[config.mk]
export PLATFORM = sky130hd
export DESIGN_NAME = display_timing
export DESIGN_NICKNAME = d
export VERILOG_FILES = /design/src/logic/line_gfx_pkg.sv /design/src/logic/display_timing.sv
export SDC_FILE = /design/constraint.sdc
export NUM_CORES = 1
export LEC_CHECK = 0
export ABC_CLOCK_PERIOD_IN_PS = 3900
export BUFFER_PORTS_ARGS = -buffer_cell sky130_fd_sc_hd__buf_2
export CORE_MARGIN = 2
export CORE_UTILIZATION = 28
export DETAILED_ROUTE_END_ITERATION = 10
export PLACE_DENSITY = 0.44
export RECOVER_POWER = 100
export SYNTH_ARGS = -nofsm -noshare
export SYNTH_HDL_FRONTEND = slang
export SYNTH_SLANG_ARGS = --single-unit
export TNS_END_PERCENT = 5
[constraint.sdc]
create_clock -name clk_pix -period 3.9 [get_ports clk_pix]
set_clock_uncertainty 0.2 [all_clocks]
set_input_delay 0.585 -clock clk_pix [delete_from_list [all_inputs] [get_ports clk_pix]]
set_output_delay 0.585 -clock clk_pix [all_outputs]
set_load 0.02 [all_outputs]
[src/logic/line_gfx_pkg.sv]
/*
 * shared types for the line drawing display: coordinates, colours,
 * line jobs, pixel writes, video bus, 16-entry palette and FSM states
 */
`default_nettype none

package line_gfx_pkg;

    localparam int CORDW = 16;  // coordinate width

    typedef logic signed [CORDW-1:0] coord_t;
    typedef logic [3:0] cidx_t;  // palette index

    typedef struct packed {
        logic [3:0] red;
        logic [3:0] green;
        logic [3:0] blue;
    } rgb_t;

    typedef struct packed {
        coord_t x0;
        coord_t y0;
        coord_t x1;
        coord_t y1;
        cidx_t  cidx;
    } line_t;

    typedef struct packed {
        coord_t x;
        coord_t y;
        cidx_t  cidx;
    } pix_write_t;

    typedef struct packed {
        logic hsync;
        logic vsync;
        logic de;
        rgb_t rgb;
    } video_t;

    localparam rgb_t PALETTE [16] = '{
        rgb_t'(12'h000),  // black
        rgb_t'(12'h123),  // dark blue
        rgb_t'(12'h727),  // purple
        rgb_t'(12'h085),  // dark green
        rgb_t'(12'hA53),  // brown
        rgb_t'(12'h555),  // dark grey
        rgb_t'(12'hCCC),  // light grey
        rgb_t'(12'hFFE),  // off white
        rgb_t'(12'hF00),  // red
        rgb_t'(12'hFA0),  // orange
        rgb_t'(12'hFF0),  // yellow
        rgb_t'(12'h0F0),  // green
        rgb_t'(12'h00F),  // blue
        rgb_t'(12'h879),  // lavender
        rgb_t'(12'hF7A),  // pink
        rgb_t'(12'hFFF)   // white
    };

    typedef enum logic [1:0] {SEQ_IDLE, SEQ_INIT, SEQ_DRAW, SEQ_DONE} seq_state_t;
    typedef enum logic [1:0] {DRAW_IDLE, DRAW_INIT, DRAW_RUN} draw_state_t;

endpackage

`default_nettype wire

[src/logic/display_timing.sv]
/*
 * display timing generator: screen counters, active-high syncs,
 * data enable and frame/line strobes
 */
`default_nettype none

module display_timing import line_gfx_pkg::*; #(
    parameter int H_ACTIVE = 64,
    parameter int H_FRONT  = 4,
    parameter int H_SYNC   = 8,
    parameter int H_BACK   = 4,
    parameter int V_ACTIVE = 48,
    parameter int V_FRONT  = 2,
    parameter int V_SYNC   = 2,
    parameter int V_BACK   = 2
) (
    input  wire logic clk_pix,
    input  wire logic reset,
    output coord_t    sx,
    output coord_t    sy,
    output logic      hsync,
    output logic      vsync,
    output logic      de,
    output logic      frame,
    output logic      line
);

    localparam int H_TOTAL = H_ACTIVE + H_FRONT + H_SYNC + H_BACK;
    localparam int V_TOTAL = V_ACTIVE + V_FRONT + V_SYNC + V_BACK;

    // active region starts at zero, blanking follows
    localparam coord_t HA_END = coord_t'(H_ACTIVE);
    localparam coord_t HS_STA = coord_t'(H_ACTIVE + H_FRONT);
    localparam coord_t HS_END = coord_t'(H_ACTIVE + H_FRONT + H_SYNC);
    localparam coord_t H_LAST = coord_t'(H_TOTAL - 1);
    localparam coord_t H_END  = coord_t'(H_TOTAL);
    localparam coord_t VA_END = coord_t'(V_ACTIVE);
    localparam coord_t VS_STA = coord_t'(V_ACTIVE + V_FRONT);
    localparam coord_t VS_END = coord_t'(V_ACTIVE + V_FRONT + V_SYNC);
    localparam coord_t V_LAST = coord_t'(V_TOTAL - 1);

    always_ff @(posedge clk_pix) begin
        if (reset) begin
            sx <= '0;
            sy <= '0;
        end else if (sx == H_LAST) begin
            sx <= '0;
            sy <= (sy == V_LAST) ? coord_t'(0) : sy + coord_t'(1);  // wrap at frame end
        end else begin
            sx <= sx + coord_t'(1);
        end
    end

    always_comb begin
        hsync = (sx >= HS_STA) && (sx < HS_END);
        vsync = (sy >= VS_STA) && (sy < VS_END);
        de    = (sx < HA_END) && (sy < VA_END);
        frame = (sx == '0) && (sy == VA_END);  // first blank line
        line  = (sx == '0);
    end

    a_sx_range: assert property (@(posedge clk_pix) disable iff (reset) sx < H_END)
        else $error("sx out of range: %0d", sx);

endmodule

`default_nettype wire

# Word level (Yosys, flattened, before mapping)
# Index checks and enable logic that the tools add are counted.
# W data, S select, Z words.
# word_totals
ff_bits	32
out_inout_bits	37
# op_classes
n_addsub	2
magnitude_cmp	6
eq_ne	3
n_mux	1
n_reduce_logical	6
# op_table
operator	n
$add A16 B2 Y16 const B	2
$eq A16 B7 Y1 const B	2
$lt A16 B7 Y1 const B	2
$lt A16 B8 Y1 const B	2
$eq A16 B8 Y1 const B	1
$ge A16 B7 Y1 const B	1
$ge A16 B8 Y1 const B	1
$logic_not A16 Y1	1
$mux W16	1
$logic_and A1 B1 Y1	4
$reduce_or A2 Y1	1

# Logic depth before layout (Yosys ltp)
# logic_depth
depth_word	2
depth_mapped	7
mapped_depth_nobuf	6

# Worst setup path after synthesis
# No wires, ideal clock.
# synth_timing
path_type	register -> output
from	reg sx[12]
to	out frame
arrival_time_ns	2.131
slack_ns	0.984
path_stages_with_launch	5
path_buffers	0
cell_sequence	dfxtp_1 or4_4 nor4_1 and3_1 nor3b_1
# synth_via
elab_chain_cells	2
# synth_lines
item	line	text
start, declared	display_timing.sv:19	output coord_t sx,
start signal, assigned	display_timing.sv:50	sx <= sx + coord_t'(1);
$logic_not A16 Y1	-	
named net line	display_timing.sv:25	output logic line
$logic_and A1 B1 Y1	display_timing.sv:58	frame = (sx == '0) && (sy == VA_END);
end, declared	display_timing.sv:24	output logic frame,
# The timed path passes the listed nets, and every way through them passes these cells.

# Final worst setup path
# layout_timing
from	reg sx[12]
to	out frame
# layout_via
elab_chain_cells	2
# layout_lines
item	line
$logic_not A16 Y1	display_timing.sv:58
$logic_and A1 B1 Y1	display_timing.sv:58
# No other way between the ends.

==> flow_metrics.tcl <==
set metrics [dict create \
    status "finished clean" \
    whs_ns 0.283 \
    powerDensity_nw_per_um2 301 \
    synth_edf_count 0 \
    ys.flop_type "dfxtp_1" \
    grt_setup_unrepaired "no" \
    leakagePower_nw 0.611 \
    wl_mm 5.08 \
    hp-class "flop to flop" \
    insertion_delay_ns 0.28 \
    synth-seq-cells 32 \
    cp-end-kind "primary output" \
    numPortBuffers 38 \
    seq_area_um2 641 \
    yosysWarnings 0 \
    async_reset_ff_share_pct 0 \
    post-route-period-util_pct 85.8 \
    p_clk_share_pct 44.0 \
    yosysTopAreaCell "dfxtp_1" \
    comb_power_share_pct 4.2 \
    n_antenna_cell 0 \
    initial_core_util_pct 29.1 \
    fmax_ghz 0.299 \
    gp_congestion 0.747 \
    final_common_cell "clkbuf_1" \
    die_y_um 85.4 \
    htree_levels 2 \
    grt_first_pass_wirelength_mm 8.62 \
    grt_overflow 0 \
    tightest_slew_ns 0.669 \
    antenna_found_initial 0 \
    grt_pass1_vias 1659 \
    die_x_um 85.4 \
    first_pass_iters 4 \
    yosys.cell_types.count 38 \
    setup_tns_ns 0 \
    slew-limit-headroom_pct 55.3 \
    syn_nets 236 \
    drc 0 \
    syn_to_final_growth_pct 15.2 \
    hold_viol_final 0 \
    clk_pin_slew_ns 0.07 \
    cp_max_fo 6 \
    netlist.area_leader.share_pct 34.5 \
    syn_area_per_cell_um2 8.14 \
    finalSetupViolations 0 \
    cts_hold_buf 0 \
    drtIter0Drc 78 \
    cts_sinks 32 \
    fp.dieArea_um2 7290 \
    seq_power_share_pct 51.8 \
    critical_path_required_ns 3.12 \
    io_pins 39 \
    vias 1775 \
    post-cts-setup-buffers 0 \
    cts_tree "built" \
    layout-drive-gt1-share_pct 5.36 \
    viasPerCell 5.25 \
    ant_nets 0 \
    clock_path_buffers 2 \
    ys_seq_area_share_pct 34.5 \
    fillCellCount 719 \
    cts_root_buf "clkbuf_8" \
    synthesis.area_um2 1860 \
    mostFrequentLayoutCells "clkbuf_1 (37), dfxtp_1 (32), inv_1 (20)" \
    power_switching_uw 148 \
    cts.repair.resized 0 \
    cts_buffers 5 \
    synth_area_leaders "dfxtp_1 (35%), o32ai_1 (6.1%), a211oi_1 (5.3%)" \
    row_count 29 \
    fin_nets 269 \
    core_um2 6390 \
    critPathArrivalTime_ns 2.56 \
    synthCells 228 \
    drv_slew 0 \
    cap_viol_max_count 0 \
    period_needed_ns 3.35 \
    multiInputGateArea_um2 1080 \
    sw_frac_of_total_pct 23.1 \
    rrSetupSlack_ns 1.09 \
    routedWlPerCell_um 15.0 \
    grt_start_max_net_pins 34 \
    grt_usage_pct 14.9 \
    crit_type "flop to primary output" \
    hpwl_mm 3.60 \
    ir_drop_uv 127 \
    p_int_uw 495 \
    startpoint_type "flop" \
]
[critical path, stage by stage, from the launching register on]
cell,delay [ns]
dfxtp_1,0.36
or4_4,0.56
nor4_1,0.52
and3_1,0.31
nor3b_1,0.27
clkbuf_1,0.26
[cell families after synthesis]
family / after synthesis / synth area share (%)
compound gates: 42 / 17.0
fa+ha+maj: 6 / 4.05
simple gates: 102 / 31.2
xor+xnor: 13 / 6.14
flops: 32 / 34.5
buf+inv: 33 / 7.15
[cell type report]
| class | instances | area share, % |
|---|---|---|
| timing repair buffer | 39 | 7.08 |
| tap | 77 | 4.51 |
| multi-input combinational | 163 | 50.4 |
| clock buffer | 7 | 4.51 |
| sequential | 32 | 30.0 |
| inverter | 20 | 3.51 |
[power groups by stage]
stage | clock, mW | sequential (mW) | combinational (mW)
after floorplan | 0 | 0.342 | 0.0184
after global placement | 0 | 0.341 | 0.0287
after detailed placement | 0 | 0.341 | 0.0288
after CTS | 0.295 | 0.333 | 0.0290
after global routing | 0.310 | 0.334 | 0.0310
final | 0.283 | 0.333 | 0.0272
[stage by stage]
step	setup WS (ns)	instance area (um^2)	std cells	total power, mW	util (%)
after floorplan	0.984	1860	228	0.361	-
after global placement	0.910	2090	331	0.369	32.8
after detailed placement	0.903	2090	331	0.370	32.8
after CTS	0.569	2190	338	0.658	34.3
after global routing	0.444	2140	338	0.675	33.5
final	0.553	2140	338	0.643	33.5
[synthesized netlist by cell type, types with 2 or more instances]
cell	count
o31ai_1	2
or4_1	6
nand2b_1	2
or3_1	15
o21ai_1	2
nor3_1	3
o211ai_1	2
and4_1	2
xor2_1	2
ha_1	6
xnor2_1	11
dfxtp_1	32
inv_1	20
nor4_1	8
nor2_1	19
o32ai_1	13
a21oi_1	5
or2_2	3
a211oi_1	13
or4_4	2
nand2_1	9
nand3_1	15
nand4_1	9
clkbuf_1	10
and3_1	4
[flip-flops by register name, summed over array words and instances (netlist names)]
signal and cells:
sx 16, sy 16
[final timing paths]
check / from / endpoint / cells after the start
worst max-delay path: sx[12]$_SDFF_PP0_ / frame / 5
worst min register to register: sx[0]$_SDFF_PP0_ / sx[0]$_SDFF_PP0_ / 1
worst max register to register: sx[12]$_SDFF_PP0_ / sy[13]$_SDFFE_PP0P_ / 4
worst min-delay path: sx[0]$_SDFF_PP0_ / sx[0]$_SDFF_PP0_ / 1
[layer usage]
metal | global-route usage [%] | routed length [um] | up-vias
met4 | 4.33 | 38 | 0
met5 | 0 | 0 | -
met3 | 3.50 | 191 | 4
met1 | 20.9 | 2600 | 822
met2 | 22.7 | 2250 | 30
li1 | - | - | 919
Power figures use the tool's default switching activity.
