<file path="config.mk">
export PLATFORM = sky130hd
export DESIGN_NAME = outline_sequencer
export DESIGN_NICKNAME = d
export VERILOG_FILES = /design/src/logic/line_gfx_pkg.sv /design/src/logic/outline_sequencer.sv
export SDC_FILE = /design/constraint.sdc
export NUM_CORES = 1
export LEC_CHECK = 0
export CELL_PAD_IN_SITES_DETAIL_PLACEMENT = 0
export CELL_PAD_IN_SITES_GLOBAL_PLACEMENT = 1
export CORE_UTILIZATION = 42
export DETAILED_ROUTE_END_ITERATION = 10
export DONT_BUFFER_PORTS = 1
export PLACE_DENSITY_LB_ADDON = 0.08
export SYNTH_ARGS = -nofsm -noshare
export SYNTH_HDL_FRONTEND = slang
export SYNTH_SLANG_ARGS = --single-unit
</file>
<file path="constraint.sdc">
create_clock -name clk_pix -period 1.8 [get_ports clk_pix]
set_input_delay 0.36 -clock clk_pix [delete_from_list [all_inputs] [get_ports clk_pix]]
set_output_delay 0.36 -clock clk_pix [all_outputs]
set_load 0.005 [all_outputs]
</file>
<file path="src/logic/line_gfx_pkg.sv">
/*
 * shared types for the line drawing display: coordinates, colours,
 * line jobs, pixel writes, video bus, 16-entry palette and FSM states
 */
`default_nettype none

package line_gfx_pkg;

    localparam int CORDW = 16;  // coordinate width

    typedef logic signed [CORDW-1:0] coord_t;
    typedef logic [3:0] cidx_t;  // palette index

    typedef struct packed {
        logic [3:0] red;
        logic [3:0] green;
        logic [3:0] blue;
    } rgb_t;

    typedef struct packed {
        coord_t x0;
        coord_t y0;
        coord_t x1;
        coord_t y1;
        cidx_t  cidx;
    } line_t;

    typedef struct packed {
        coord_t x;
        coord_t y;
        cidx_t  cidx;
    } pix_write_t;

    typedef struct packed {
        logic hsync;
        logic vsync;
        logic de;
        rgb_t rgb;
    } video_t;

    localparam rgb_t PALETTE [16] = '{
        rgb_t'(12'h000),  // black
        rgb_t'(12'h123),  // dark blue
        rgb_t'(12'h727),  // purple
        rgb_t'(12'h085),  // dark green
        rgb_t'(12'hA53),  // brown
        rgb_t'(12'h555),  // dark grey
        rgb_t'(12'hCCC),  // light grey
        rgb_t'(12'hFFE),  // off white
        rgb_t'(12'hF00),  // red
        rgb_t'(12'hFA0),  // orange
        rgb_t'(12'hFF0),  // yellow
        rgb_t'(12'h0F0),  // green
        rgb_t'(12'h00F),  // blue
        rgb_t'(12'h879),  // lavender
        rgb_t'(12'hF7A),  // pink
        rgb_t'(12'hFFF)   // white
    };

    typedef enum logic [1:0] {SEQ_IDLE, SEQ_INIT, SEQ_DRAW, SEQ_DONE} seq_state_t;
    typedef enum logic [1:0] {DRAW_IDLE, DRAW_INIT, DRAW_RUN} draw_state_t;

endpackage

`default_nettype wire

</file>
<file path="src/logic/outline_sequencer.sv">
/*
 * outline sequencer FSM: four framebuffer edges then one diagonal,
 * one line job at a time, holds draw_complete when finished
 */
`default_nettype none

module outline_sequencer import line_gfx_pkg::*; #(
    parameter int FB_WIDTH  = 64,
    parameter int FB_HEIGHT = 48
) (
    input  wire logic clk_pix,
    input  wire logic reset,
    input  wire logic frame,
    input  wire logic done,
    output line_t     job,
    output logic      start,
    output logic      draw_complete
);

    localparam logic [2:0] LAST_ID = 3'd4;
    localparam coord_t X_MAX = coord_t'(FB_WIDTH - 1);
    localparam coord_t Y_MAX = coord_t'(FB_HEIGHT - 1);
    localparam coord_t ORIGIN = '0;

    seq_state_t state;
    logic [2:0] line_id;

    function automatic line_t line_job(input logic [2:0] id);
        line_t j;
        case (id)
            3'd0: j = '{x0: ORIGIN, y0: ORIGIN, x1: X_MAX, y1: ORIGIN, cidx: 4'h8};  // top, red
            3'd1: j = '{x0: X_MAX, y0: ORIGIN, x1: X_MAX, y1: Y_MAX, cidx: 4'hA};  // right
            3'd2: j = '{x0: X_MAX, y0: Y_MAX, x1: ORIGIN, y1: Y_MAX, cidx: 4'hB};  // bottom
            3'd3: j = '{x0: ORIGIN, y0: Y_MAX, x1: ORIGIN, y1: ORIGIN, cidx: 4'hC};  // left
            3'd4: j = '{x0: ORIGIN, y0: ORIGIN, x1: Y_MAX, y1: Y_MAX, cidx: 4'hF};  // 45 deg
            default: j = '0;
        endcase
        return j;
    endfunction

    always_ff @(posedge clk_pix) begin
        if (reset) begin
            state   <= SEQ_IDLE;
            line_id <= '0;
            start   <= 1'b0;
        end else begin
            start <= 1'b0;
            case (state)
                SEQ_IDLE: if (frame) state <= SEQ_INIT;  // wait for first blanking
                SEQ_INIT: begin
                    start <= 1'b1;
                    state <= SEQ_DRAW;
                end
                SEQ_DRAW: begin
                    if (done) begin
                        if (line_id == LAST_ID) begin
                            state <= SEQ_DONE;
                        end else begin
                            line_id <= line_id + 3'd1;
                            state   <= SEQ_INIT;
                        end
                    end
                end
                SEQ_DONE: state <= SEQ_DONE;
                default:  state <= SEQ_IDLE;
            endcase
        end
    end

    // job is loaded on entry to SEQ_INIT, a cycle ahead of start
    always_ff @(posedge clk_pix) begin
        if (state == SEQ_IDLE && frame) begin
            job <= line_job(3'd0);
        end else if (state == SEQ_DRAW && done && line_id != LAST_ID) begin
            job <= line_job(line_id + 3'd1);
        end
    end

    always_comb draw_complete = (state == SEQ_DONE);

    a_line_id_range: assert property (@(posedge clk_pix) disable iff (reset) line_id <= LAST_ID)
        else $error("line counter overrun: %0d", line_id);

endmodule

`default_nettype wire

</file>
### Word level (Yosys, flattened, before mapping)

Index checks and enable logic that the tools add are counted.

| storage, ports and cells | value |
|---|---|
| output and inout bits | 70 |
| register bits | 74 |

| cells by class | value |
|---|---|
| multiplexer cells | 6 |
| bitwise logic cells | 1 |
| equality and inequality tests | 11 |
| reductions and logical operators | 7 |
| add/subtract/negate cells | 1 |

Operator list:

| kind | count |
|---|---|
| 58-bit one-hot mux with 5 select lines | 1 |
| 2-bit one-hot mux with 4 select lines | 1 |
| 3-bit by 2-bit == test with 1-bit output (second input constant) | 2 |
| 3-bit == test (second input constant) | 2 |
| 2-bit two-way mux | 3 |
| 2-bit == test (second input constant) | 2 |
| 2-bit != test (second input constant) | 2 |
| 3-bit by 1-bit adder with 3-bit output (second input constant) | 1 |
| 3-bit by 1-bit == test with 1-bit output (second input constant) | 1 |
| 1-bit logical AND | 3 |
| 3-bit zero test | 1 |
| 3-bit != test (second input constant) | 1 |
| 3-bit AND reduction | 1 |
| 2-bit by 1-bit == test with 1-bit output (second input constant) | 1 |
| 2-bit zero test | 1 |
| 2-bit AND reduction | 1 |
| 1-bit two-way mux | 1 |
| 1-bit inverter | 1 |

### Logic depth before layout (Yosys ltp)

| depth | value |
|---|---|
| word-level depth | 4 |
| depth in mapped cells | 5 |

### Worst setup path after synthesis

OpenSTA, ideal clock, no wires.

| path | value |
|---|---|
| path type | reg-to-reg |
| start | register line_id[0] |
| end | register job[23] (netlist bit) |
| required time | 1.668 ns |
| cell stages (with the launch flop) | 6 |
| path slack | 0.311 ns |
| data arrival time | 1.356 ns |
| path buffers | 0 |
| clock period less this slack | 1.489 ns |
| cell sequence | dfxtp_1 -> inv_1 -> ha_1 -> a21bo_2 -> a2111oi_1 -> a21oi_1 |

| between the ends | value |
|---|---|
| word-level cells in the longest chain between the ends | 3 |
| elaborated cells on any way between the ends | 9 |

Ends and longest elaborated chain:

| what | RTL line | RTL |
|---|---|---|
| start: declaration | outline_sequencer.sv:26 | `logic [2:0] line_id;` |
| start signal: assignment | outline_sequencer.sv:59 | `line_id <= line_id + 3'd1;` |
| 3-bit by 1-bit adder with 3-bit output | outline_sequencer.sv:75 | `job <= line_job(line_id + 3'd1);` |
| 3-bit == test, or another cell as far along | outline_sequencer.sv:30 | `case (id)` |
| 58-bit one-hot mux with 5 select lines | outline_sequencer.sv:30 |  |
| end signal: assignment | outline_sequencer.sv:73 | `job <= line_job(3'd0);` |
| end signal: assignment | outline_sequencer.sv:75 |  |
| end: declaration | outline_sequencer.sv:15 | `output line_t job,` |

Several ways; a longest one is shown, not always the timed one.
A chain may end at the register's enable or synchronous reset.

### Final worst setup path

Ends and elaborated chain as after synthesis.

==> impl_metrics.tcl <==
set metrics [dict create \
    dieArea_um2 2923 \
    yosys.cell_types.count 30 \
    post_cts_resized 0 \
    yosysSeqAreaShare 0.2462 \
    rsz0062_at_grt "false" \
    routed_wl_um 1646 \
    p_seq_frac 0.531 \
    gp_congestion 0.6828 \
    endpoint_kind "register" \
    timing.final.ws_setup_ps 162.1 \
    antenna_found_initial 0 \
    avgSynthCellArea_um2 8.497 \
    row_count 18 \
    max_freq_mhz 610.6 \
    grt_usage 0.1208 \
    grt_pass1_wl_um 2421 \
    wl_per_cell_um 10.97 \
    p_clk_frac 0.345 \
    criticalPathCategory "register to register" \
    holdBufCountCts 0 \
    areaGrowthSynthToFinish_pct -18.68 \
    cp.required_ps 1960 \
    reg2reg_depth 5 \
    drt-pass1-iter-count 3 \
    clk_latency_ps 280 \
    outcome "finished, final reports clean" \
    ys_seq_elements 14 \
    root_buffer "clkbuf_4" \
    cp_max_fo 9 \
    clk_pin_slew_ps 90 \
    post-route-period-util 0.9099 \
    grt_overflow 0 \
    ys.flop_type "dfxtp_1" \
    skew_ps 2.062 \
    cts_buffers 3 \
    post_cts_buffers 0 \
    min_path_cells 1 \
    start_util 0.4514 \
    drt-initial-drc-count 7 \
    dieWidth_um 54.07 \
    ir_drop_uv 330.1 \
    utilization 0.3671 \
    fp.dieH_um 54.07 \
    synth_edf_count 0 \
    period_minus_slack_ps 1638 \
    io_buffers 0 \
    synth_cells 134 \
    critPathArrivalTime_ps 1800 \
    insertedDiodeCount 0 \
    intPower_mw 0.4758 \
    max_cap_violations 0 \
    p_switching_mw 0.1875 \
    hold_path_class "primary input to register" \
    hold_viol_final 0 \
    synth_area_leaders "buf_4 (40%), dfxtp_1 (25%), ha_1 (5.5%), a21oi_1 (4.0%), mux2i_1 (2.6%)" \
    coreArea_um2 2522 \
    antenna_left 0 \
    setup_tns_ps 0 \
    boundaryPins 74 \
    viasPerCell 4.300 \
    startpoint_type "register" \
    p_comb_frac 0.124 \
    dp_hpwl_um 1258 \
    p_per_area_nw_per_um2 716.4 \
    drive_gt1_frac 0.08333 \
    grt_pass1_vias 514 \
    netlist.area_leader.share 0.3956 \
    cts_tree "built" \
    yosysWarnings 0 \
    fin_total_pwr_mw 0.6633 \
    netlist_area_um2 1139 \
    final_nets 130 \
    async_reset_ff_frac 0 \
    leakage_nw 0.4235 \
    layout_commonest_cell "conb_1" \
    cts_sinks 14 \
    drc 0 \
    mostFrequentLayoutCells "conb_1 (42), dfxtp_1 (14), a21oi_1 (9)" \
    fillCellCount 269 \
    slew_viol_final 0 \
    place_ws_ps 153.8 \
    switching_share 0.2827 \
    yosysTopAreaCell "buf_4" \
    setup_violations 0 \
    clk_path_buf_depth 2 \
    ctsHtreeMaxLevel 1 \
    dr_total_vias 645 \
    grt_max_degree 10 \
]
metrics by stage:
step	std cells	instance area [um2]	hold slack [ps]
floorplan	175	1292	429.1
global placement	146	889.6	430.1
detailed placement	146	889.6	432.5
CTS	150	925.9	124.0
global route	150	925.9	123.5
finish	150	925.9	136.7
flip-flops by register name (all words and copies together), names as in the netlist:
signal	cells
line_id	3
state	2
start	1
job	8
routing by layer:
layer,routed length [um],GRT usage,part of all wire,vias up
li1,-,-,-,325
met1,755,0.1433,0.46,286
met2,774,0.1934,0.47,32
met3,88,0.02542,0.053,2
met4,27,0.08120,0.016,0
met5,0,0,0,-
logic make-up after synthesis:
group,share of synthesized area
XOR/XNOR,0.01429
flip-flops,0.2462
adder cells (fa/ha/maj),0.05495
multiplexers,0.02637
other,0.003294
AO/OA/AOI/OAI,0.1681
buffers and inverters,0.4132
AND/OR/NAND/NOR,0.07363
power by group through the flow:
stage	clock network, mW	registers, mW	logic, mW
final	0.229	0.352	0.0819
after global routing	0.249	0.357	0.0973
after CTS	0.238	0.353	0.0810
after detailed placement	0	0.360	0.0807
after global placement	0	0.360	0.0810
after floorplan	0	0.351	0.168
layout make-up:
cell class	instances	area, um2	area share
Clock buffer	4	36.28	0.03919
Sequential cell	14	280.3	0.3027
Inverter	4	15.01	0.01622
Timing Repair Buffer	2	15.01	0.01622
Tap cell	30	37.54	0.04054
Multi-Input combinational cell	96	541.8	0.5851
worst max-delay path, stage by stage (launching register included):
cell and delay, ps:
dfxtp_1 410, inv_1 100, ha_1 260, a21bo_2 300, a2111oi_1 390, a21oi_1 70
cells in the mapped netlist (2+ instances only):
cell      number
nor2_1         4
a211oi_1       3
mux2i_1        3
nor3b_1        2
o21ai_1        4
dfxtp_1       14
o21ai_0        5
buf_4         60
inv_1          4
nand3_1        2
o211ai_1       2
ha_1           5
a21oi_1        9
path summary, 6_finish.rpt:
check               endpoint        from  slack, ps
hold / removal    line_id[1]       reset        140
hold reg to reg      job[24]     job[24]        530
setup / recovery     job[23]  line_id[0]        160
setup reg to reg     job[23]  line_id[0]        160
No activity file was read; power rests on OpenSTA's default activity.
