$ cat config.mk
export PLATFORM = sky130hd
export DESIGN_NAME = line_drawer
export DESIGN_NICKNAME = d
export VERILOG_FILES = /design/src/logic/line_gfx_pkg.sv /design/src/logic/line_drawer.sv
export SDC_FILE = /design/constraint.sdc
export NUM_CORES = 1
export LEC_CHECK = 0
export BUFFER_PORTS_ARGS = -buffer_cell sky130_fd_sc_hd__buf_2
export CORE_ASPECT_RATIO = 1.1
export CORE_MARGIN = 8
export CORE_UTILIZATION = 47
export CTS_BUF_LIST = sky130_fd_sc_hd__clkbuf_16
export CTS_CLUSTER_SIZE = 12
export DETAILED_ROUTE_END_ITERATION = 10
export GPL_ROUTABILITY_DRIVEN = 0
export MAX_ROUTING_LAYER = met4
export PLACE_DENSITY = 0.77
export RECOVER_POWER = 25
export SLEW_MARGIN = 20
export SYNTH_ARGS = -nofsm -noshare
export SYNTH_HDL_FRONTEND = slang
export SYNTH_SLANG_ARGS = --single-unit
$ cat constraint.sdc
create_clock -name clk_pix -period 12.47 [get_ports clk_pix]
set_input_delay 2.494 -clock clk_pix [delete_from_list [all_inputs] [get_ports clk_pix]]
set_output_delay 2.494 -clock clk_pix [all_outputs]
set_load 0.01 [all_outputs]
$ cat src/logic/line_gfx_pkg.sv
/*
 * shared types for the line drawing display: coordinates, colours,
 * line jobs, pixel writes, video bus, 16-entry palette and FSM states
 */
`default_nettype none

package line_gfx_pkg;

    localparam int CORDW = 16;  // coordinate width

    typedef logic signed [CORDW-1:0] coord_t;
    typedef logic [3:0] cidx_t;  // palette index

    typedef struct packed {
        logic [3:0] red;
        logic [3:0] green;
        logic [3:0] blue;
    } rgb_t;

    typedef struct packed {
        coord_t x0;
        coord_t y0;
        coord_t x1;
        coord_t y1;
        cidx_t  cidx;
    } line_t;

    typedef struct packed {
        coord_t x;
        coord_t y;
        cidx_t  cidx;
    } pix_write_t;

    typedef struct packed {
        logic hsync;
        logic vsync;
        logic de;
        rgb_t rgb;
    } video_t;

    localparam rgb_t PALETTE [16] = '{
        rgb_t'(12'h000),  // black
        rgb_t'(12'h123),  // dark blue
        rgb_t'(12'h727),  // purple
        rgb_t'(12'h085),  // dark green
        rgb_t'(12'hA53),  // brown
        rgb_t'(12'h555),  // dark grey
        rgb_t'(12'hCCC),  // light grey
        rgb_t'(12'hFFE),  // off white
        rgb_t'(12'hF00),  // red
        rgb_t'(12'hFA0),  // orange
        rgb_t'(12'hFF0),  // yellow
        rgb_t'(12'h0F0),  // green
        rgb_t'(12'h00F),  // blue
        rgb_t'(12'h879),  // lavender
        rgb_t'(12'hF7A),  // pink
        rgb_t'(12'hFFF)   // white
    };

    typedef enum logic [1:0] {SEQ_IDLE, SEQ_INIT, SEQ_DRAW, SEQ_DONE} seq_state_t;
    typedef enum logic [1:0] {DRAW_IDLE, DRAW_INIT, DRAW_RUN} draw_state_t;

endpackage

`default_nettype wire

$ cat src/logic/line_drawer.sv
/*
 * Bresenham line engine for all octants
 * walks x0,y0 to x1,y1 inclusive, one pixel per cycle with oe high
 */
`default_nettype none

module line_drawer import line_gfx_pkg::*; (
    input  wire logic  clk_pix,
    input  wire logic  reset,
    input  wire logic  start,
    input  wire logic  oe,
    input  wire line_t job,
    output pix_write_t wr,
    output logic       wr_en,
    output logic       drawing,
    output logic       done
);

    typedef logic signed [CORDW+1:0] err_t;  // headroom for doubled error

    draw_state_t state;
    coord_t x, y;
    coord_t dx, dy;            // dx positive, dy negative
    coord_t dx_init, dy_init;
    logic   step_right, step_down;
    err_t   err, err_step;
    logic   movx, movy, at_end;

    always_comb begin
        dx_init  = (job.x1 >= job.x0) ? job.x1 - job.x0 : job.x0 - job.x1;
        dy_init  = (job.y1 >= job.y0) ? job.y0 - job.y1 : job.y1 - job.y0;
        movx     = (err <<< 1) >= err_t'(dy);
        movy     = (err <<< 1) <= err_t'(dx);
        err_step = err + (movx ? err_t'(dy) : '0) + (movy ? err_t'(dx) : '0);
        at_end   = (x == job.x1) && (y == job.y1);
    end

    always_ff @(posedge clk_pix) begin
        if (reset) begin
            state <= DRAW_IDLE;
            done  <= 1'b0;
        end else begin
            done <= 1'b0;
            case (state)
                DRAW_IDLE: if (start) state <= DRAW_INIT;
                DRAW_INIT: state <= DRAW_RUN;
                DRAW_RUN: begin
                    if (oe && at_end) begin  // last pixel goes out this cycle
                        state <= DRAW_IDLE;
                        done  <= 1'b1;
                    end
                end
                default: state <= DRAW_IDLE;
            endcase
        end
    end

    always_ff @(posedge clk_pix) begin
        if (state == DRAW_INIT) begin
            x          <= job.x0;
            y          <= job.y0;
            dx         <= dx_init;
            dy         <= dy_init;
            step_right <= (job.x1 >= job.x0);
            step_down  <= (job.y1 >= job.y0);
            err        <= err_t'(dx_init) + err_t'(dy_init);
        end else if (state == DRAW_RUN && oe && !at_end) begin
            if (movx) x <= step_right ? x + coord_t'(1) : x - coord_t'(1);
            if (movy) y <= step_down ? y + coord_t'(1) : y - coord_t'(1);
            err <= err_step;
        end
    end

    always_comb begin
        drawing = (state == DRAW_RUN);
        wr_en   = drawing && oe;  // stall while display reads
        wr      = '{x: x, y: y, cidx: job.cidx};
    end

    a_no_restart: assert property (@(posedge clk_pix) disable iff (reset) start |-> !drawing)
        else $error("line start while drawing");

endmodule

`default_nettype wire

[Word-level counts from Yosys, hierarchy flattened]
Index checks and enable logic that the tools add are counted.
Cells by class
  reductions and logical operators: 13
  multipliers: 0
  $lt $le $gt $ge: 4
  add/subtract/negate cells: 11
  eq/ne operators: 6
  mux-type cells: 18
  bitwise gates (word level): 1
  div/mod/pow operators: 0
  shift operators: 0
Operator list (number)
  two-way mux 16 bit: 10
  two-way mux 18 bit: 4
  subtractor 16 bit: 4
  adder 18 bit: 2
  adder 16 x 2 -> 16 bit, second input constant: 2
  == test 16 bit: 2
  >= comparator 16 bit: 2
  subtractor 16 x 2 -> 16 bit, second input constant: 2
  >= comparator 18 x 16 -> 1 bit: 1
  <= comparator 18 x 16 -> 1 bit: 1
  adder 16 x 16 -> 17 bit: 1
  case mux 2 bit (3 select lines): 1
  AND reduction 2 bit: 3
  nonzero test 2 bit: 3
  logical AND 1 bit: 4
  two-way mux 2 bit: 2
  == test 2 x 1 -> 1 bit, second input constant: 1
  == test 2 bit, second input constant: 1
  zero test 2 bit: 1
  inequality test 2 x 1 -> 1 bit, second input constant: 1
  inequality test 2 bit, second input constant: 1
  OR reduction 2 bit: 1
  zero test 1 bit: 1
  two-way mux 1 bit: 1
  NOT 1 bit: 1
Storage, ports and cells
  input port bits: 72
  memories kept: 0
  output and inout port bits: 39
  memory bits (read-only): 0
  memory bits (writable): 0
  bits in latches: 0
  flip-flop bits (word level): 87

[Longest topological paths before layout]
Gate-level depths: netlist of run 1.
  depth after elaboration: 6
  mapped depth: 24

[Worst setup path before layout of run 1]
No wires, ideal clock.
  kind: input to register
  start point: in job[27] in the netlist's numbering
  end point: reg err[16], data pin
  arrival time: 6.772 ns
  path slack: 5.550 ns
  stages: 23
  setup time: 0.149 ns
  path buffers: 3
  required time: 12.321 ns
  path through: inv_1 ha_1 buf_2 and3_1 and2_1 and3_1 a21oi_1 a211oi_1 o32ai_2 buf_2 buf_4 mux2i_1 xnor2_1 ha_1 nor2b_1 o21a_1 o21ai_0 a21oi_1 nor2b_1 o21a_1 o21ai_0 a2111oi_0 a2bb2oi_1
Between the ends
  longest elaborated chain between the ends: 4
  elaborated cells on any way between the ends: 6
  classes of those cells: 3 x add/sub; 1 x order compare; 2 x mux
RTL lines
  from (decl): RTL line line_drawer.sv:12  | input wire line_t job,
  >= comparator 16 bit: RTL line line_drawer.sv:30  | dx_init = (job.x1 >= job.x0) ? job.x1 - job.x0 : job.x0 - job.x1;
  two-way mux 16 bit: RTL line line_drawer.sv:30
  named net dx_init[2]: RTL line line_drawer.sv:24  | coord_t dx_init, dy_init;
  adder 16 x 16 -> 17 bit: RTL line line_drawer.sv:66  | err <= err_t'(dx_init) + err_t'(dy_init);
  two-way mux 18 bit: RTL line line_drawer.sv:59  | if (state == DRAW_INIT) begin
  to (signal assigned): RTL line line_drawer.sv:66
  to (signal assigned): RTL line line_drawer.sv:70  | err <= err_step;
  to (decl): RTL line line_drawer.sv:26  | err_t err, err_step;
The timed path passes the listed nets, and every way through them passes these cells.
A chain may end at the register's enable or synchronous reset.

[Worst setup path in the final report of run 1]
  start point: in job[28] in the netlist's numbering
  end point: reg err[16], data pin
The elaborated chain is that of the path after synthesis.

==> results of run 1 <==
logic make-up (layout without fill, tap and decap cells):
logic type                 after synthesis  count (layout)  synth area share (%)
buffers and inverters                  180             266                  7.05
muxes                                   23              23                  2.26
AOI/OAI and AO/OA                      332             332                  20.7
adders and majority gates              179             179                  23.4
DFF                                     86              86                  24.6
xor gates and xnor gates               113             113                  9.69
and+or+nand+nor                        270             270                  12.3
metal layers:
metal  up-vias  share of wire (%)  global-route usage [%]
met3        62                4.4                    1.88
met5         -                  0                       -
li1       4350                  -                       -
met2       301                 50                    35.9
met4         0                3.8                    8.91
met1      4224                 42                    25.1
area by class of cell:
type,count,area share [%]
Timing Repair Buffer,108,4.67
Clock buffer,9,1.97
Clock inverter,7,0.976
Multi-Input combinational cell,917,62.1
Sequential cell,86,22.4
Inverter,142,4.67
Tap cell,295,3.23
state kept, by name, summed over array words and instances (netlist names), 2 cells and up:
register,count
err,17
y,16
state,2
x,16
dx,16
dy,16
power breakdown:
part           internal, uW  switching, uW
sequential              440           54.9
clock                   181            127
combinational           639            817
total                  1260            999
worst paths after layout:
path / end / cells past startpoint / slack (ns)
setup / recovery: err[16] / 22 / 5.08
hold / removal: state[0] / 1 / 0.46
setup reg to reg: err[15] / 23 / 6.46
hold reg to reg: state[0] / 1 / 0.46
stage by stage:
| stage | total power, uW | area [um^2] | util (%) | cells | worst slack (ns) |
|---|---|---|---|---|---|
| 5_1_grt | 2460 | 11400 | 52.1 | 1564 | 4.72 |
| 3_5_place_dp | 1930 | 11100 | 50.6 | 1548 | 4.90 |
| 2_1_floorplan | 1600 | 10400 | - | 1183 | 5.55 |
| 6_report | 2260 | 11400 | 52.1 | 1564 | 5.08 |
| 3_3_place_gp | 1890 | 11100 | 50.6 | 1548 | 5.11 |
| 4_1_cts | 2260 | 11400 | 52.2 | 1564 | 5.18 |
placed cells by master (no fill, tap or decap), drive strengths merged, types with 7 or more instances in the layout:
master,instances
a211oi,11
a21boi,7
a21o,46
a21oi,115
a31oi,9
and3,10
buf,92
clkbuf,25
edfxtp,83
fa,24
ha,155
inv,146
mux2i,20
nand2,66
nand3,21
nand4,17
nor2,89
nor2b,14
nor3,24
o211ai,10
o21a,13
o21ai,59
o21bai,13
o31ai,9
xnor2,72
xor2,40
==> flow_summary_export.csv, run 1 <==
group,metric,value,unit
synthesis,synth_area_leader_cell,"edfxtp_1",
power_and_ir_drop,leakagePower,0.00536,uW
cells_and_area,multi_input_area,7090,um^2
die,die-area,27100,um^2
drt,via_count,8937,
synthesis,ys_warn_count,0,
synthesis,postSynthAreaPerCell,8.76,um^2
timing,finalSetupTns,0,ns
worst_setup_path,critPathArrivalTime,7.45,ns
synthesis,yosysMostFrequentCell,"ha_1",
timing,max_freq,135,MHz
clock_network,cts_sinks,86,
clock_network,ctsResizeCount,0,
timing,worst_slew_pin_slew,2.19,ns
cells_and_area,area.sequential,2550,um^2
run,maxCapViolations,1,
drt,drc,0,
worst_setup_path,cp.buffers_inverters,3,
timing,hold_violations,0,
run_status,violations,"capacitance limit, slew limit",
cells_and_area,final_net_count,1515,
drt,wl,27800,um
clock_network,post_cts_buffers,0,
worst_setup_path,crit_family,"compound AO/OA/AOI/OAI gates",
timing,period_share,59.2,%
run_status,status,"complete, but fails checks",
cells_and_area,fill_cells,2019,
worst_setup_path,path_class,"in2reg",
drt,routedWlPerCell,17.7,um
timing,maxSlewViolCount,46,
timing,setup_violations,0,
clock_network,htreeDepth,3,
synthesis,syn-num-nets,1434,
synthesis,synthCells,1183,
clock_network,clk_latency,0.35,ns
timing,skew,0.0118,ns
die,rows,57,
synthesis,synth_top_area_share,24.1,%
cells_and_area,antenna_cells,0,
place,portBuffers,102,
worst_setup_path,start_kind,"input port",
worst_setup_path,cp-end-kind,"flop",
synthesis,synth_edf_count,83,
grt,grt_start_max_net_pins,71,
die,ioPinCount,111,
die,initial_utilization,47.3,%
drt,drtPass1Iterations,5,
grt,groute.usage.overall,21.0,%
grt,grt_pass1_wl,44200,um
min_path,hp-class,"reg2reg",
timing,holdWs,0.459,ns
grt,antenna_found_initial,0,
worst_setup_path,crit_path_cell_trace,"buf_2 -> inv_1 -> ha_1 -> and3_1 -> and2_1 -> and3_1 -> a21oi_1 -> a211oi_1 -> o32ai_2 -> buf_4 -> mux2i_1 -> xnor2_1 -> ha_1 -> o21ai_0 -> a21boi_0 -> nand3_1 -> a21oi_1 -> nor2b_1 -> o21a_1 -> o21ai_0 -> a2111oi_0 -> a2bb2oi_1",
drt,first_iter_violations,685,
cells_and_area,area_growth,10.2,%
drt,viasPerCell,5.71,
worst_setup_path,cpPeakStageDelay,0.60,ns
grt,first_global_vias,8698,
synthesis,netlist_area,10400,um^2
synthesis,seq_area_frac_synth,24.6,%
cells_and_area,drive_above_1_share,9.93,%
clock_network,cts_buffers,9,
synthesis,synthTopCellsByCount,"155 x ha_1, 142 x inv_1, 114 x a21oi_1",
grt,grt_overflow_total,0,
synthesis,yosys-top-cells-area,"edfxtp_1 24%, ha_1 19%, xnor2_1 6.1%",
power_and_ir_drop,peakVddDrop,0.0890,mV
timing,relSlewSlack,-45.8,%
die,die_h,172,um
synthesis,async_flop_share,0,%
die,die-width,158,um
power_and_ir_drop,powerDensity,198,nW/um^2
worst_setup_path,path_max_fanout,14,
synthesis,synth-main-ff-cell,"edfxtp_1",
clock_network,clk_path_buf_depth,2,
clock_network,cts.reportedPaths.clkPinSlew,0.07,ns
timing,period_needed,7.39,ns
worst_setup_path,rr_startpoint,"err[2]",
worst_setup_path,worstSetupStartpoint,"job[28]",
timing,grt_setup_unrepaired,"no",
min_path,hold_path.startpoint,"state[1]",
worst_setup_path,slowest_stage,"o32ai_2",
clock_network,tritoncts,"done",
drt,ant_nets,0,
clock_network,root_buffer,"clkbuf_16",
clock_network,cts-hold-fix-buffers,0,
synthesis,yosysUniqueCellTypes,69,
worst_setup_path,crit_required,12.54,ns
die,core_area,21900,um^2
place,hpwl,22600,um
synthesis,synth.ff_latch_count,86,
Power figures use the tool's default switching activity.
==> inputs of run 2 (changes only) <==
clock period = 7.17 ns   (was 12.47 ns; I/O delays follow)
==> run 2 against run 1 <==
  * The flow still finishes with violations (capacitance limit, slew limit)
  * Setup slack got worse by 4.2 ns
  * Clock skew increased by 0.0012 ns
  * Clock-buffer cell count stayed put
  * Sequential cell count unchanged
  * Cell area is 0.24% lower
  * Largest power group unchanged
==> flow_summary_export.csv, run 2 (synthesized netlist as in run 1, its figures left out) <==
group,metric,value,unit
power_and_ir_drop,powerDensity,341,nW/um^2
die,initial_utilization,47.3,%
timing,period_needed,6.33,ns
worst_setup_path,worstSetupStartpoint,"job[28]",
cells_and_area,area_growth,9.93,%
grt,grt_pass1_wl,43900,um
drt,via_count,8936,
run_status,violations,"capacitance limit, slew limit",
die,rows,57,
worst_setup_path,start_kind,"input port",
power_and_ir_drop,switching_share,44.8,%
place,placed_cells_incl_taps,1551,
timing,setup_violations,0,
clock_network,clk_latency,0.35,ns
drt,wl,27400,um
drt,first_iter_violations,527,
drt,drtPass1Iterations,5,
power_and_ir_drop,p_sw,1740,uW
timing,skew,0.0129,ns
timing,maxSlewViolCount,113,
die,core_area,21900,um^2
worst_setup_path,cp-endpoint,"err[16]",
timing,finalSetupTns,0,ns
drt,routedWlPerCell,17.5,um
worst_setup_path,path_class,"in2reg",
min_path,hp-class,"reg2reg",
worst_setup_path,rrSetupSlack,0.98,ns
clock_network,cts_sinks,86,
worst_setup_path,rr_worst_depth,23,
clock_network,root_buffer,"clkbuf_16",
timing,hold_violations,0,
timing,worst_slew_pin_slew,3.29,ns
timing,period_share,88.3,%
power_and_ir_drop,p_comb_share,65.4,%
die,die-width,158,um
power_and_ir_drop,seqPwrFrac,22.2,%
clock_network,tritoncts,"done",
worst_setup_path,crit_required,7.35,ns
run,maxCapViolations,2,
grt,grtUsageMet2,34.9,%
grt,grt_start_max_net_pins,66,
power_and_ir_drop,peakVddDrop,0.172,mV
die,die_h,172,um
power_and_ir_drop,leakagePower,0.00535,uW
power_and_ir_drop,p_clk_share,12.4,%
clock_network,ctsResizeCount,0,
cells_and_area,fill_cells,2056,
clock_network,htreeDepth,3,
drt,ant_nets,0,
run_status,status,"complete, but fails checks",
drt,viasPerCell,5.70,
worst_setup_path,path_max_fanout,10,
worst_setup_path,rr_startpoint,"err[5]",
cells_and_area,area.sequential,2550,um^2
cells_and_area,layout_commonest_cell,"ha_1",
cells_and_area,final_cell_count_no_fill,1567,
cells_and_area,final_cell_mix,"155 x ha_1, 141 x inv_1, 114 x a21oi_1, 93 x buf_2, 89 x nor2_1",
clock_network,clk_path_buf_depth,2,
clock_network,cts-hold-fix-buffers,0,
cells_and_area,top_register,"err",
grt,antenna_found_initial,0,
cells_and_area,drive_above_1_share,10.5,%
clock_network,cts.reportedPaths.clkPinSlew,0.07,ns
timing,grt_setup_unrepaired,"no",
drt,drc,0,
grt,groute.usage.overall,20.8,%
worst_setup_path,cp-end-kind,"flop",
cells_and_area,antenna_cells,0,
timing,max_freq,158,MHz
worst_setup_path,critPathArrivalTime,6.52,ns
place,hpwl,22600,um
grt,first_global_vias,8790,
grt,grt.busiest_layer,"met2",
grt,grt_overflow_total,0,
cells_and_area,multi_input_area,7080,um^2
grt,use_met1,24.8,%
grt,met3_usage,2.04,%
cells_and_area,final_net_count,1518,
power_and_ir_drop,p_int,2140,uW
place,portBuffers,102,
cells_and_area,largest_register_ffs,17,
clock_network,cts_buffers,9,
die,die-area,27100,um^2
clock_network,post_cts_buffers,0,
timing,relSlewSlack,-119,%
worst_setup_path,r2r-end,"err[15]",
die,ioPinCount,111,
[run 2: worst min path at each step]
stage	startpoint	slack [ns]	endpoint	depth (start not counted)
floorplan	state[1]	0.40	state[0]	1
global placement	state[1]	0.42	state[0]	1
detailed placement	state[1]	0.45	state[0]	1
CTS	state[1]	0.46	state[0]	1
global route	state[1]	0.49	state[0]	1
finish	state[1]	0.48	state[0]	1
[run 2: through the flow]
step / hold WS [ns] / cell area [um^2] / utilization, % / total power (uW) / worst slack [ns]
after floorplan: 0.404 / 10400 / - / 2790 / 1.31
after global placement: 0.424 / 11100 / 50.7 / 3300 / 0.829
after detailed placement: 0.449 / 11100 / 50.7 / 3370 / 0.578
after CTS: 0.462 / 11400 / 52.1 / 3860 / 0.935
after global routing: 0.491 / 11400 / 52.0 / 4210 / 0.470
final: 0.480 / 11400 / 52.0 / 3880 / 0.836
[run 2: layer usage]
layer / wire length, um / part of all wire, %
met1: 11600 / 42
met2: 13300 / 49
met3: 1220 / 4.5
met4: 1240 / 4.5
met5: 0 / 0
[run 2: critical path: stages]
cell,delay (ns)
buf_2,0.12
inv_1,0.05
ha_1,0.44
and3_1,0.27
and2_1,0.17
and3_1,0.17
a21oi_1,0.20
a211oi_1,0.12
o32ai_2,0.46
buf_4,0.26
mux2i_1,0.22
xnor2_1,0.17
ha_1,0.30
nor2b_1,0.15
o21a_1,0.17
o21ai_0,0.34
a21oi_1,0.13
nor2b_1,0.22
o21a_1,0.20
o21ai_0,0.16
a2111oi_0,0.54
a2bb2oi_1,0.21
[run 2: layout make-up]
class	instances	area share, %
clock buffers	9	1.98
clock inverters	7	0.637
inverters	142	4.68
multi-input cells	917	62.1
flip-flops and latches	86	22.4
well taps	295	3.24
repair buffers	111	4.91
[run 2: power groups by stage]
| stage | Combinational, uW | Sequential, uW | Clock (uW) |
|---|---|---|---|
| finish | 2540 | 860 | 481 |
| floorplan | 1940 | 852 | 0 |
| CTS | 2520 | 860 | 481 |
| global route | 2840 | 875 | 501 |
| global placement | 2430 | 869 | 0 |
| detailed placement | 2500 | 871 | 0 |
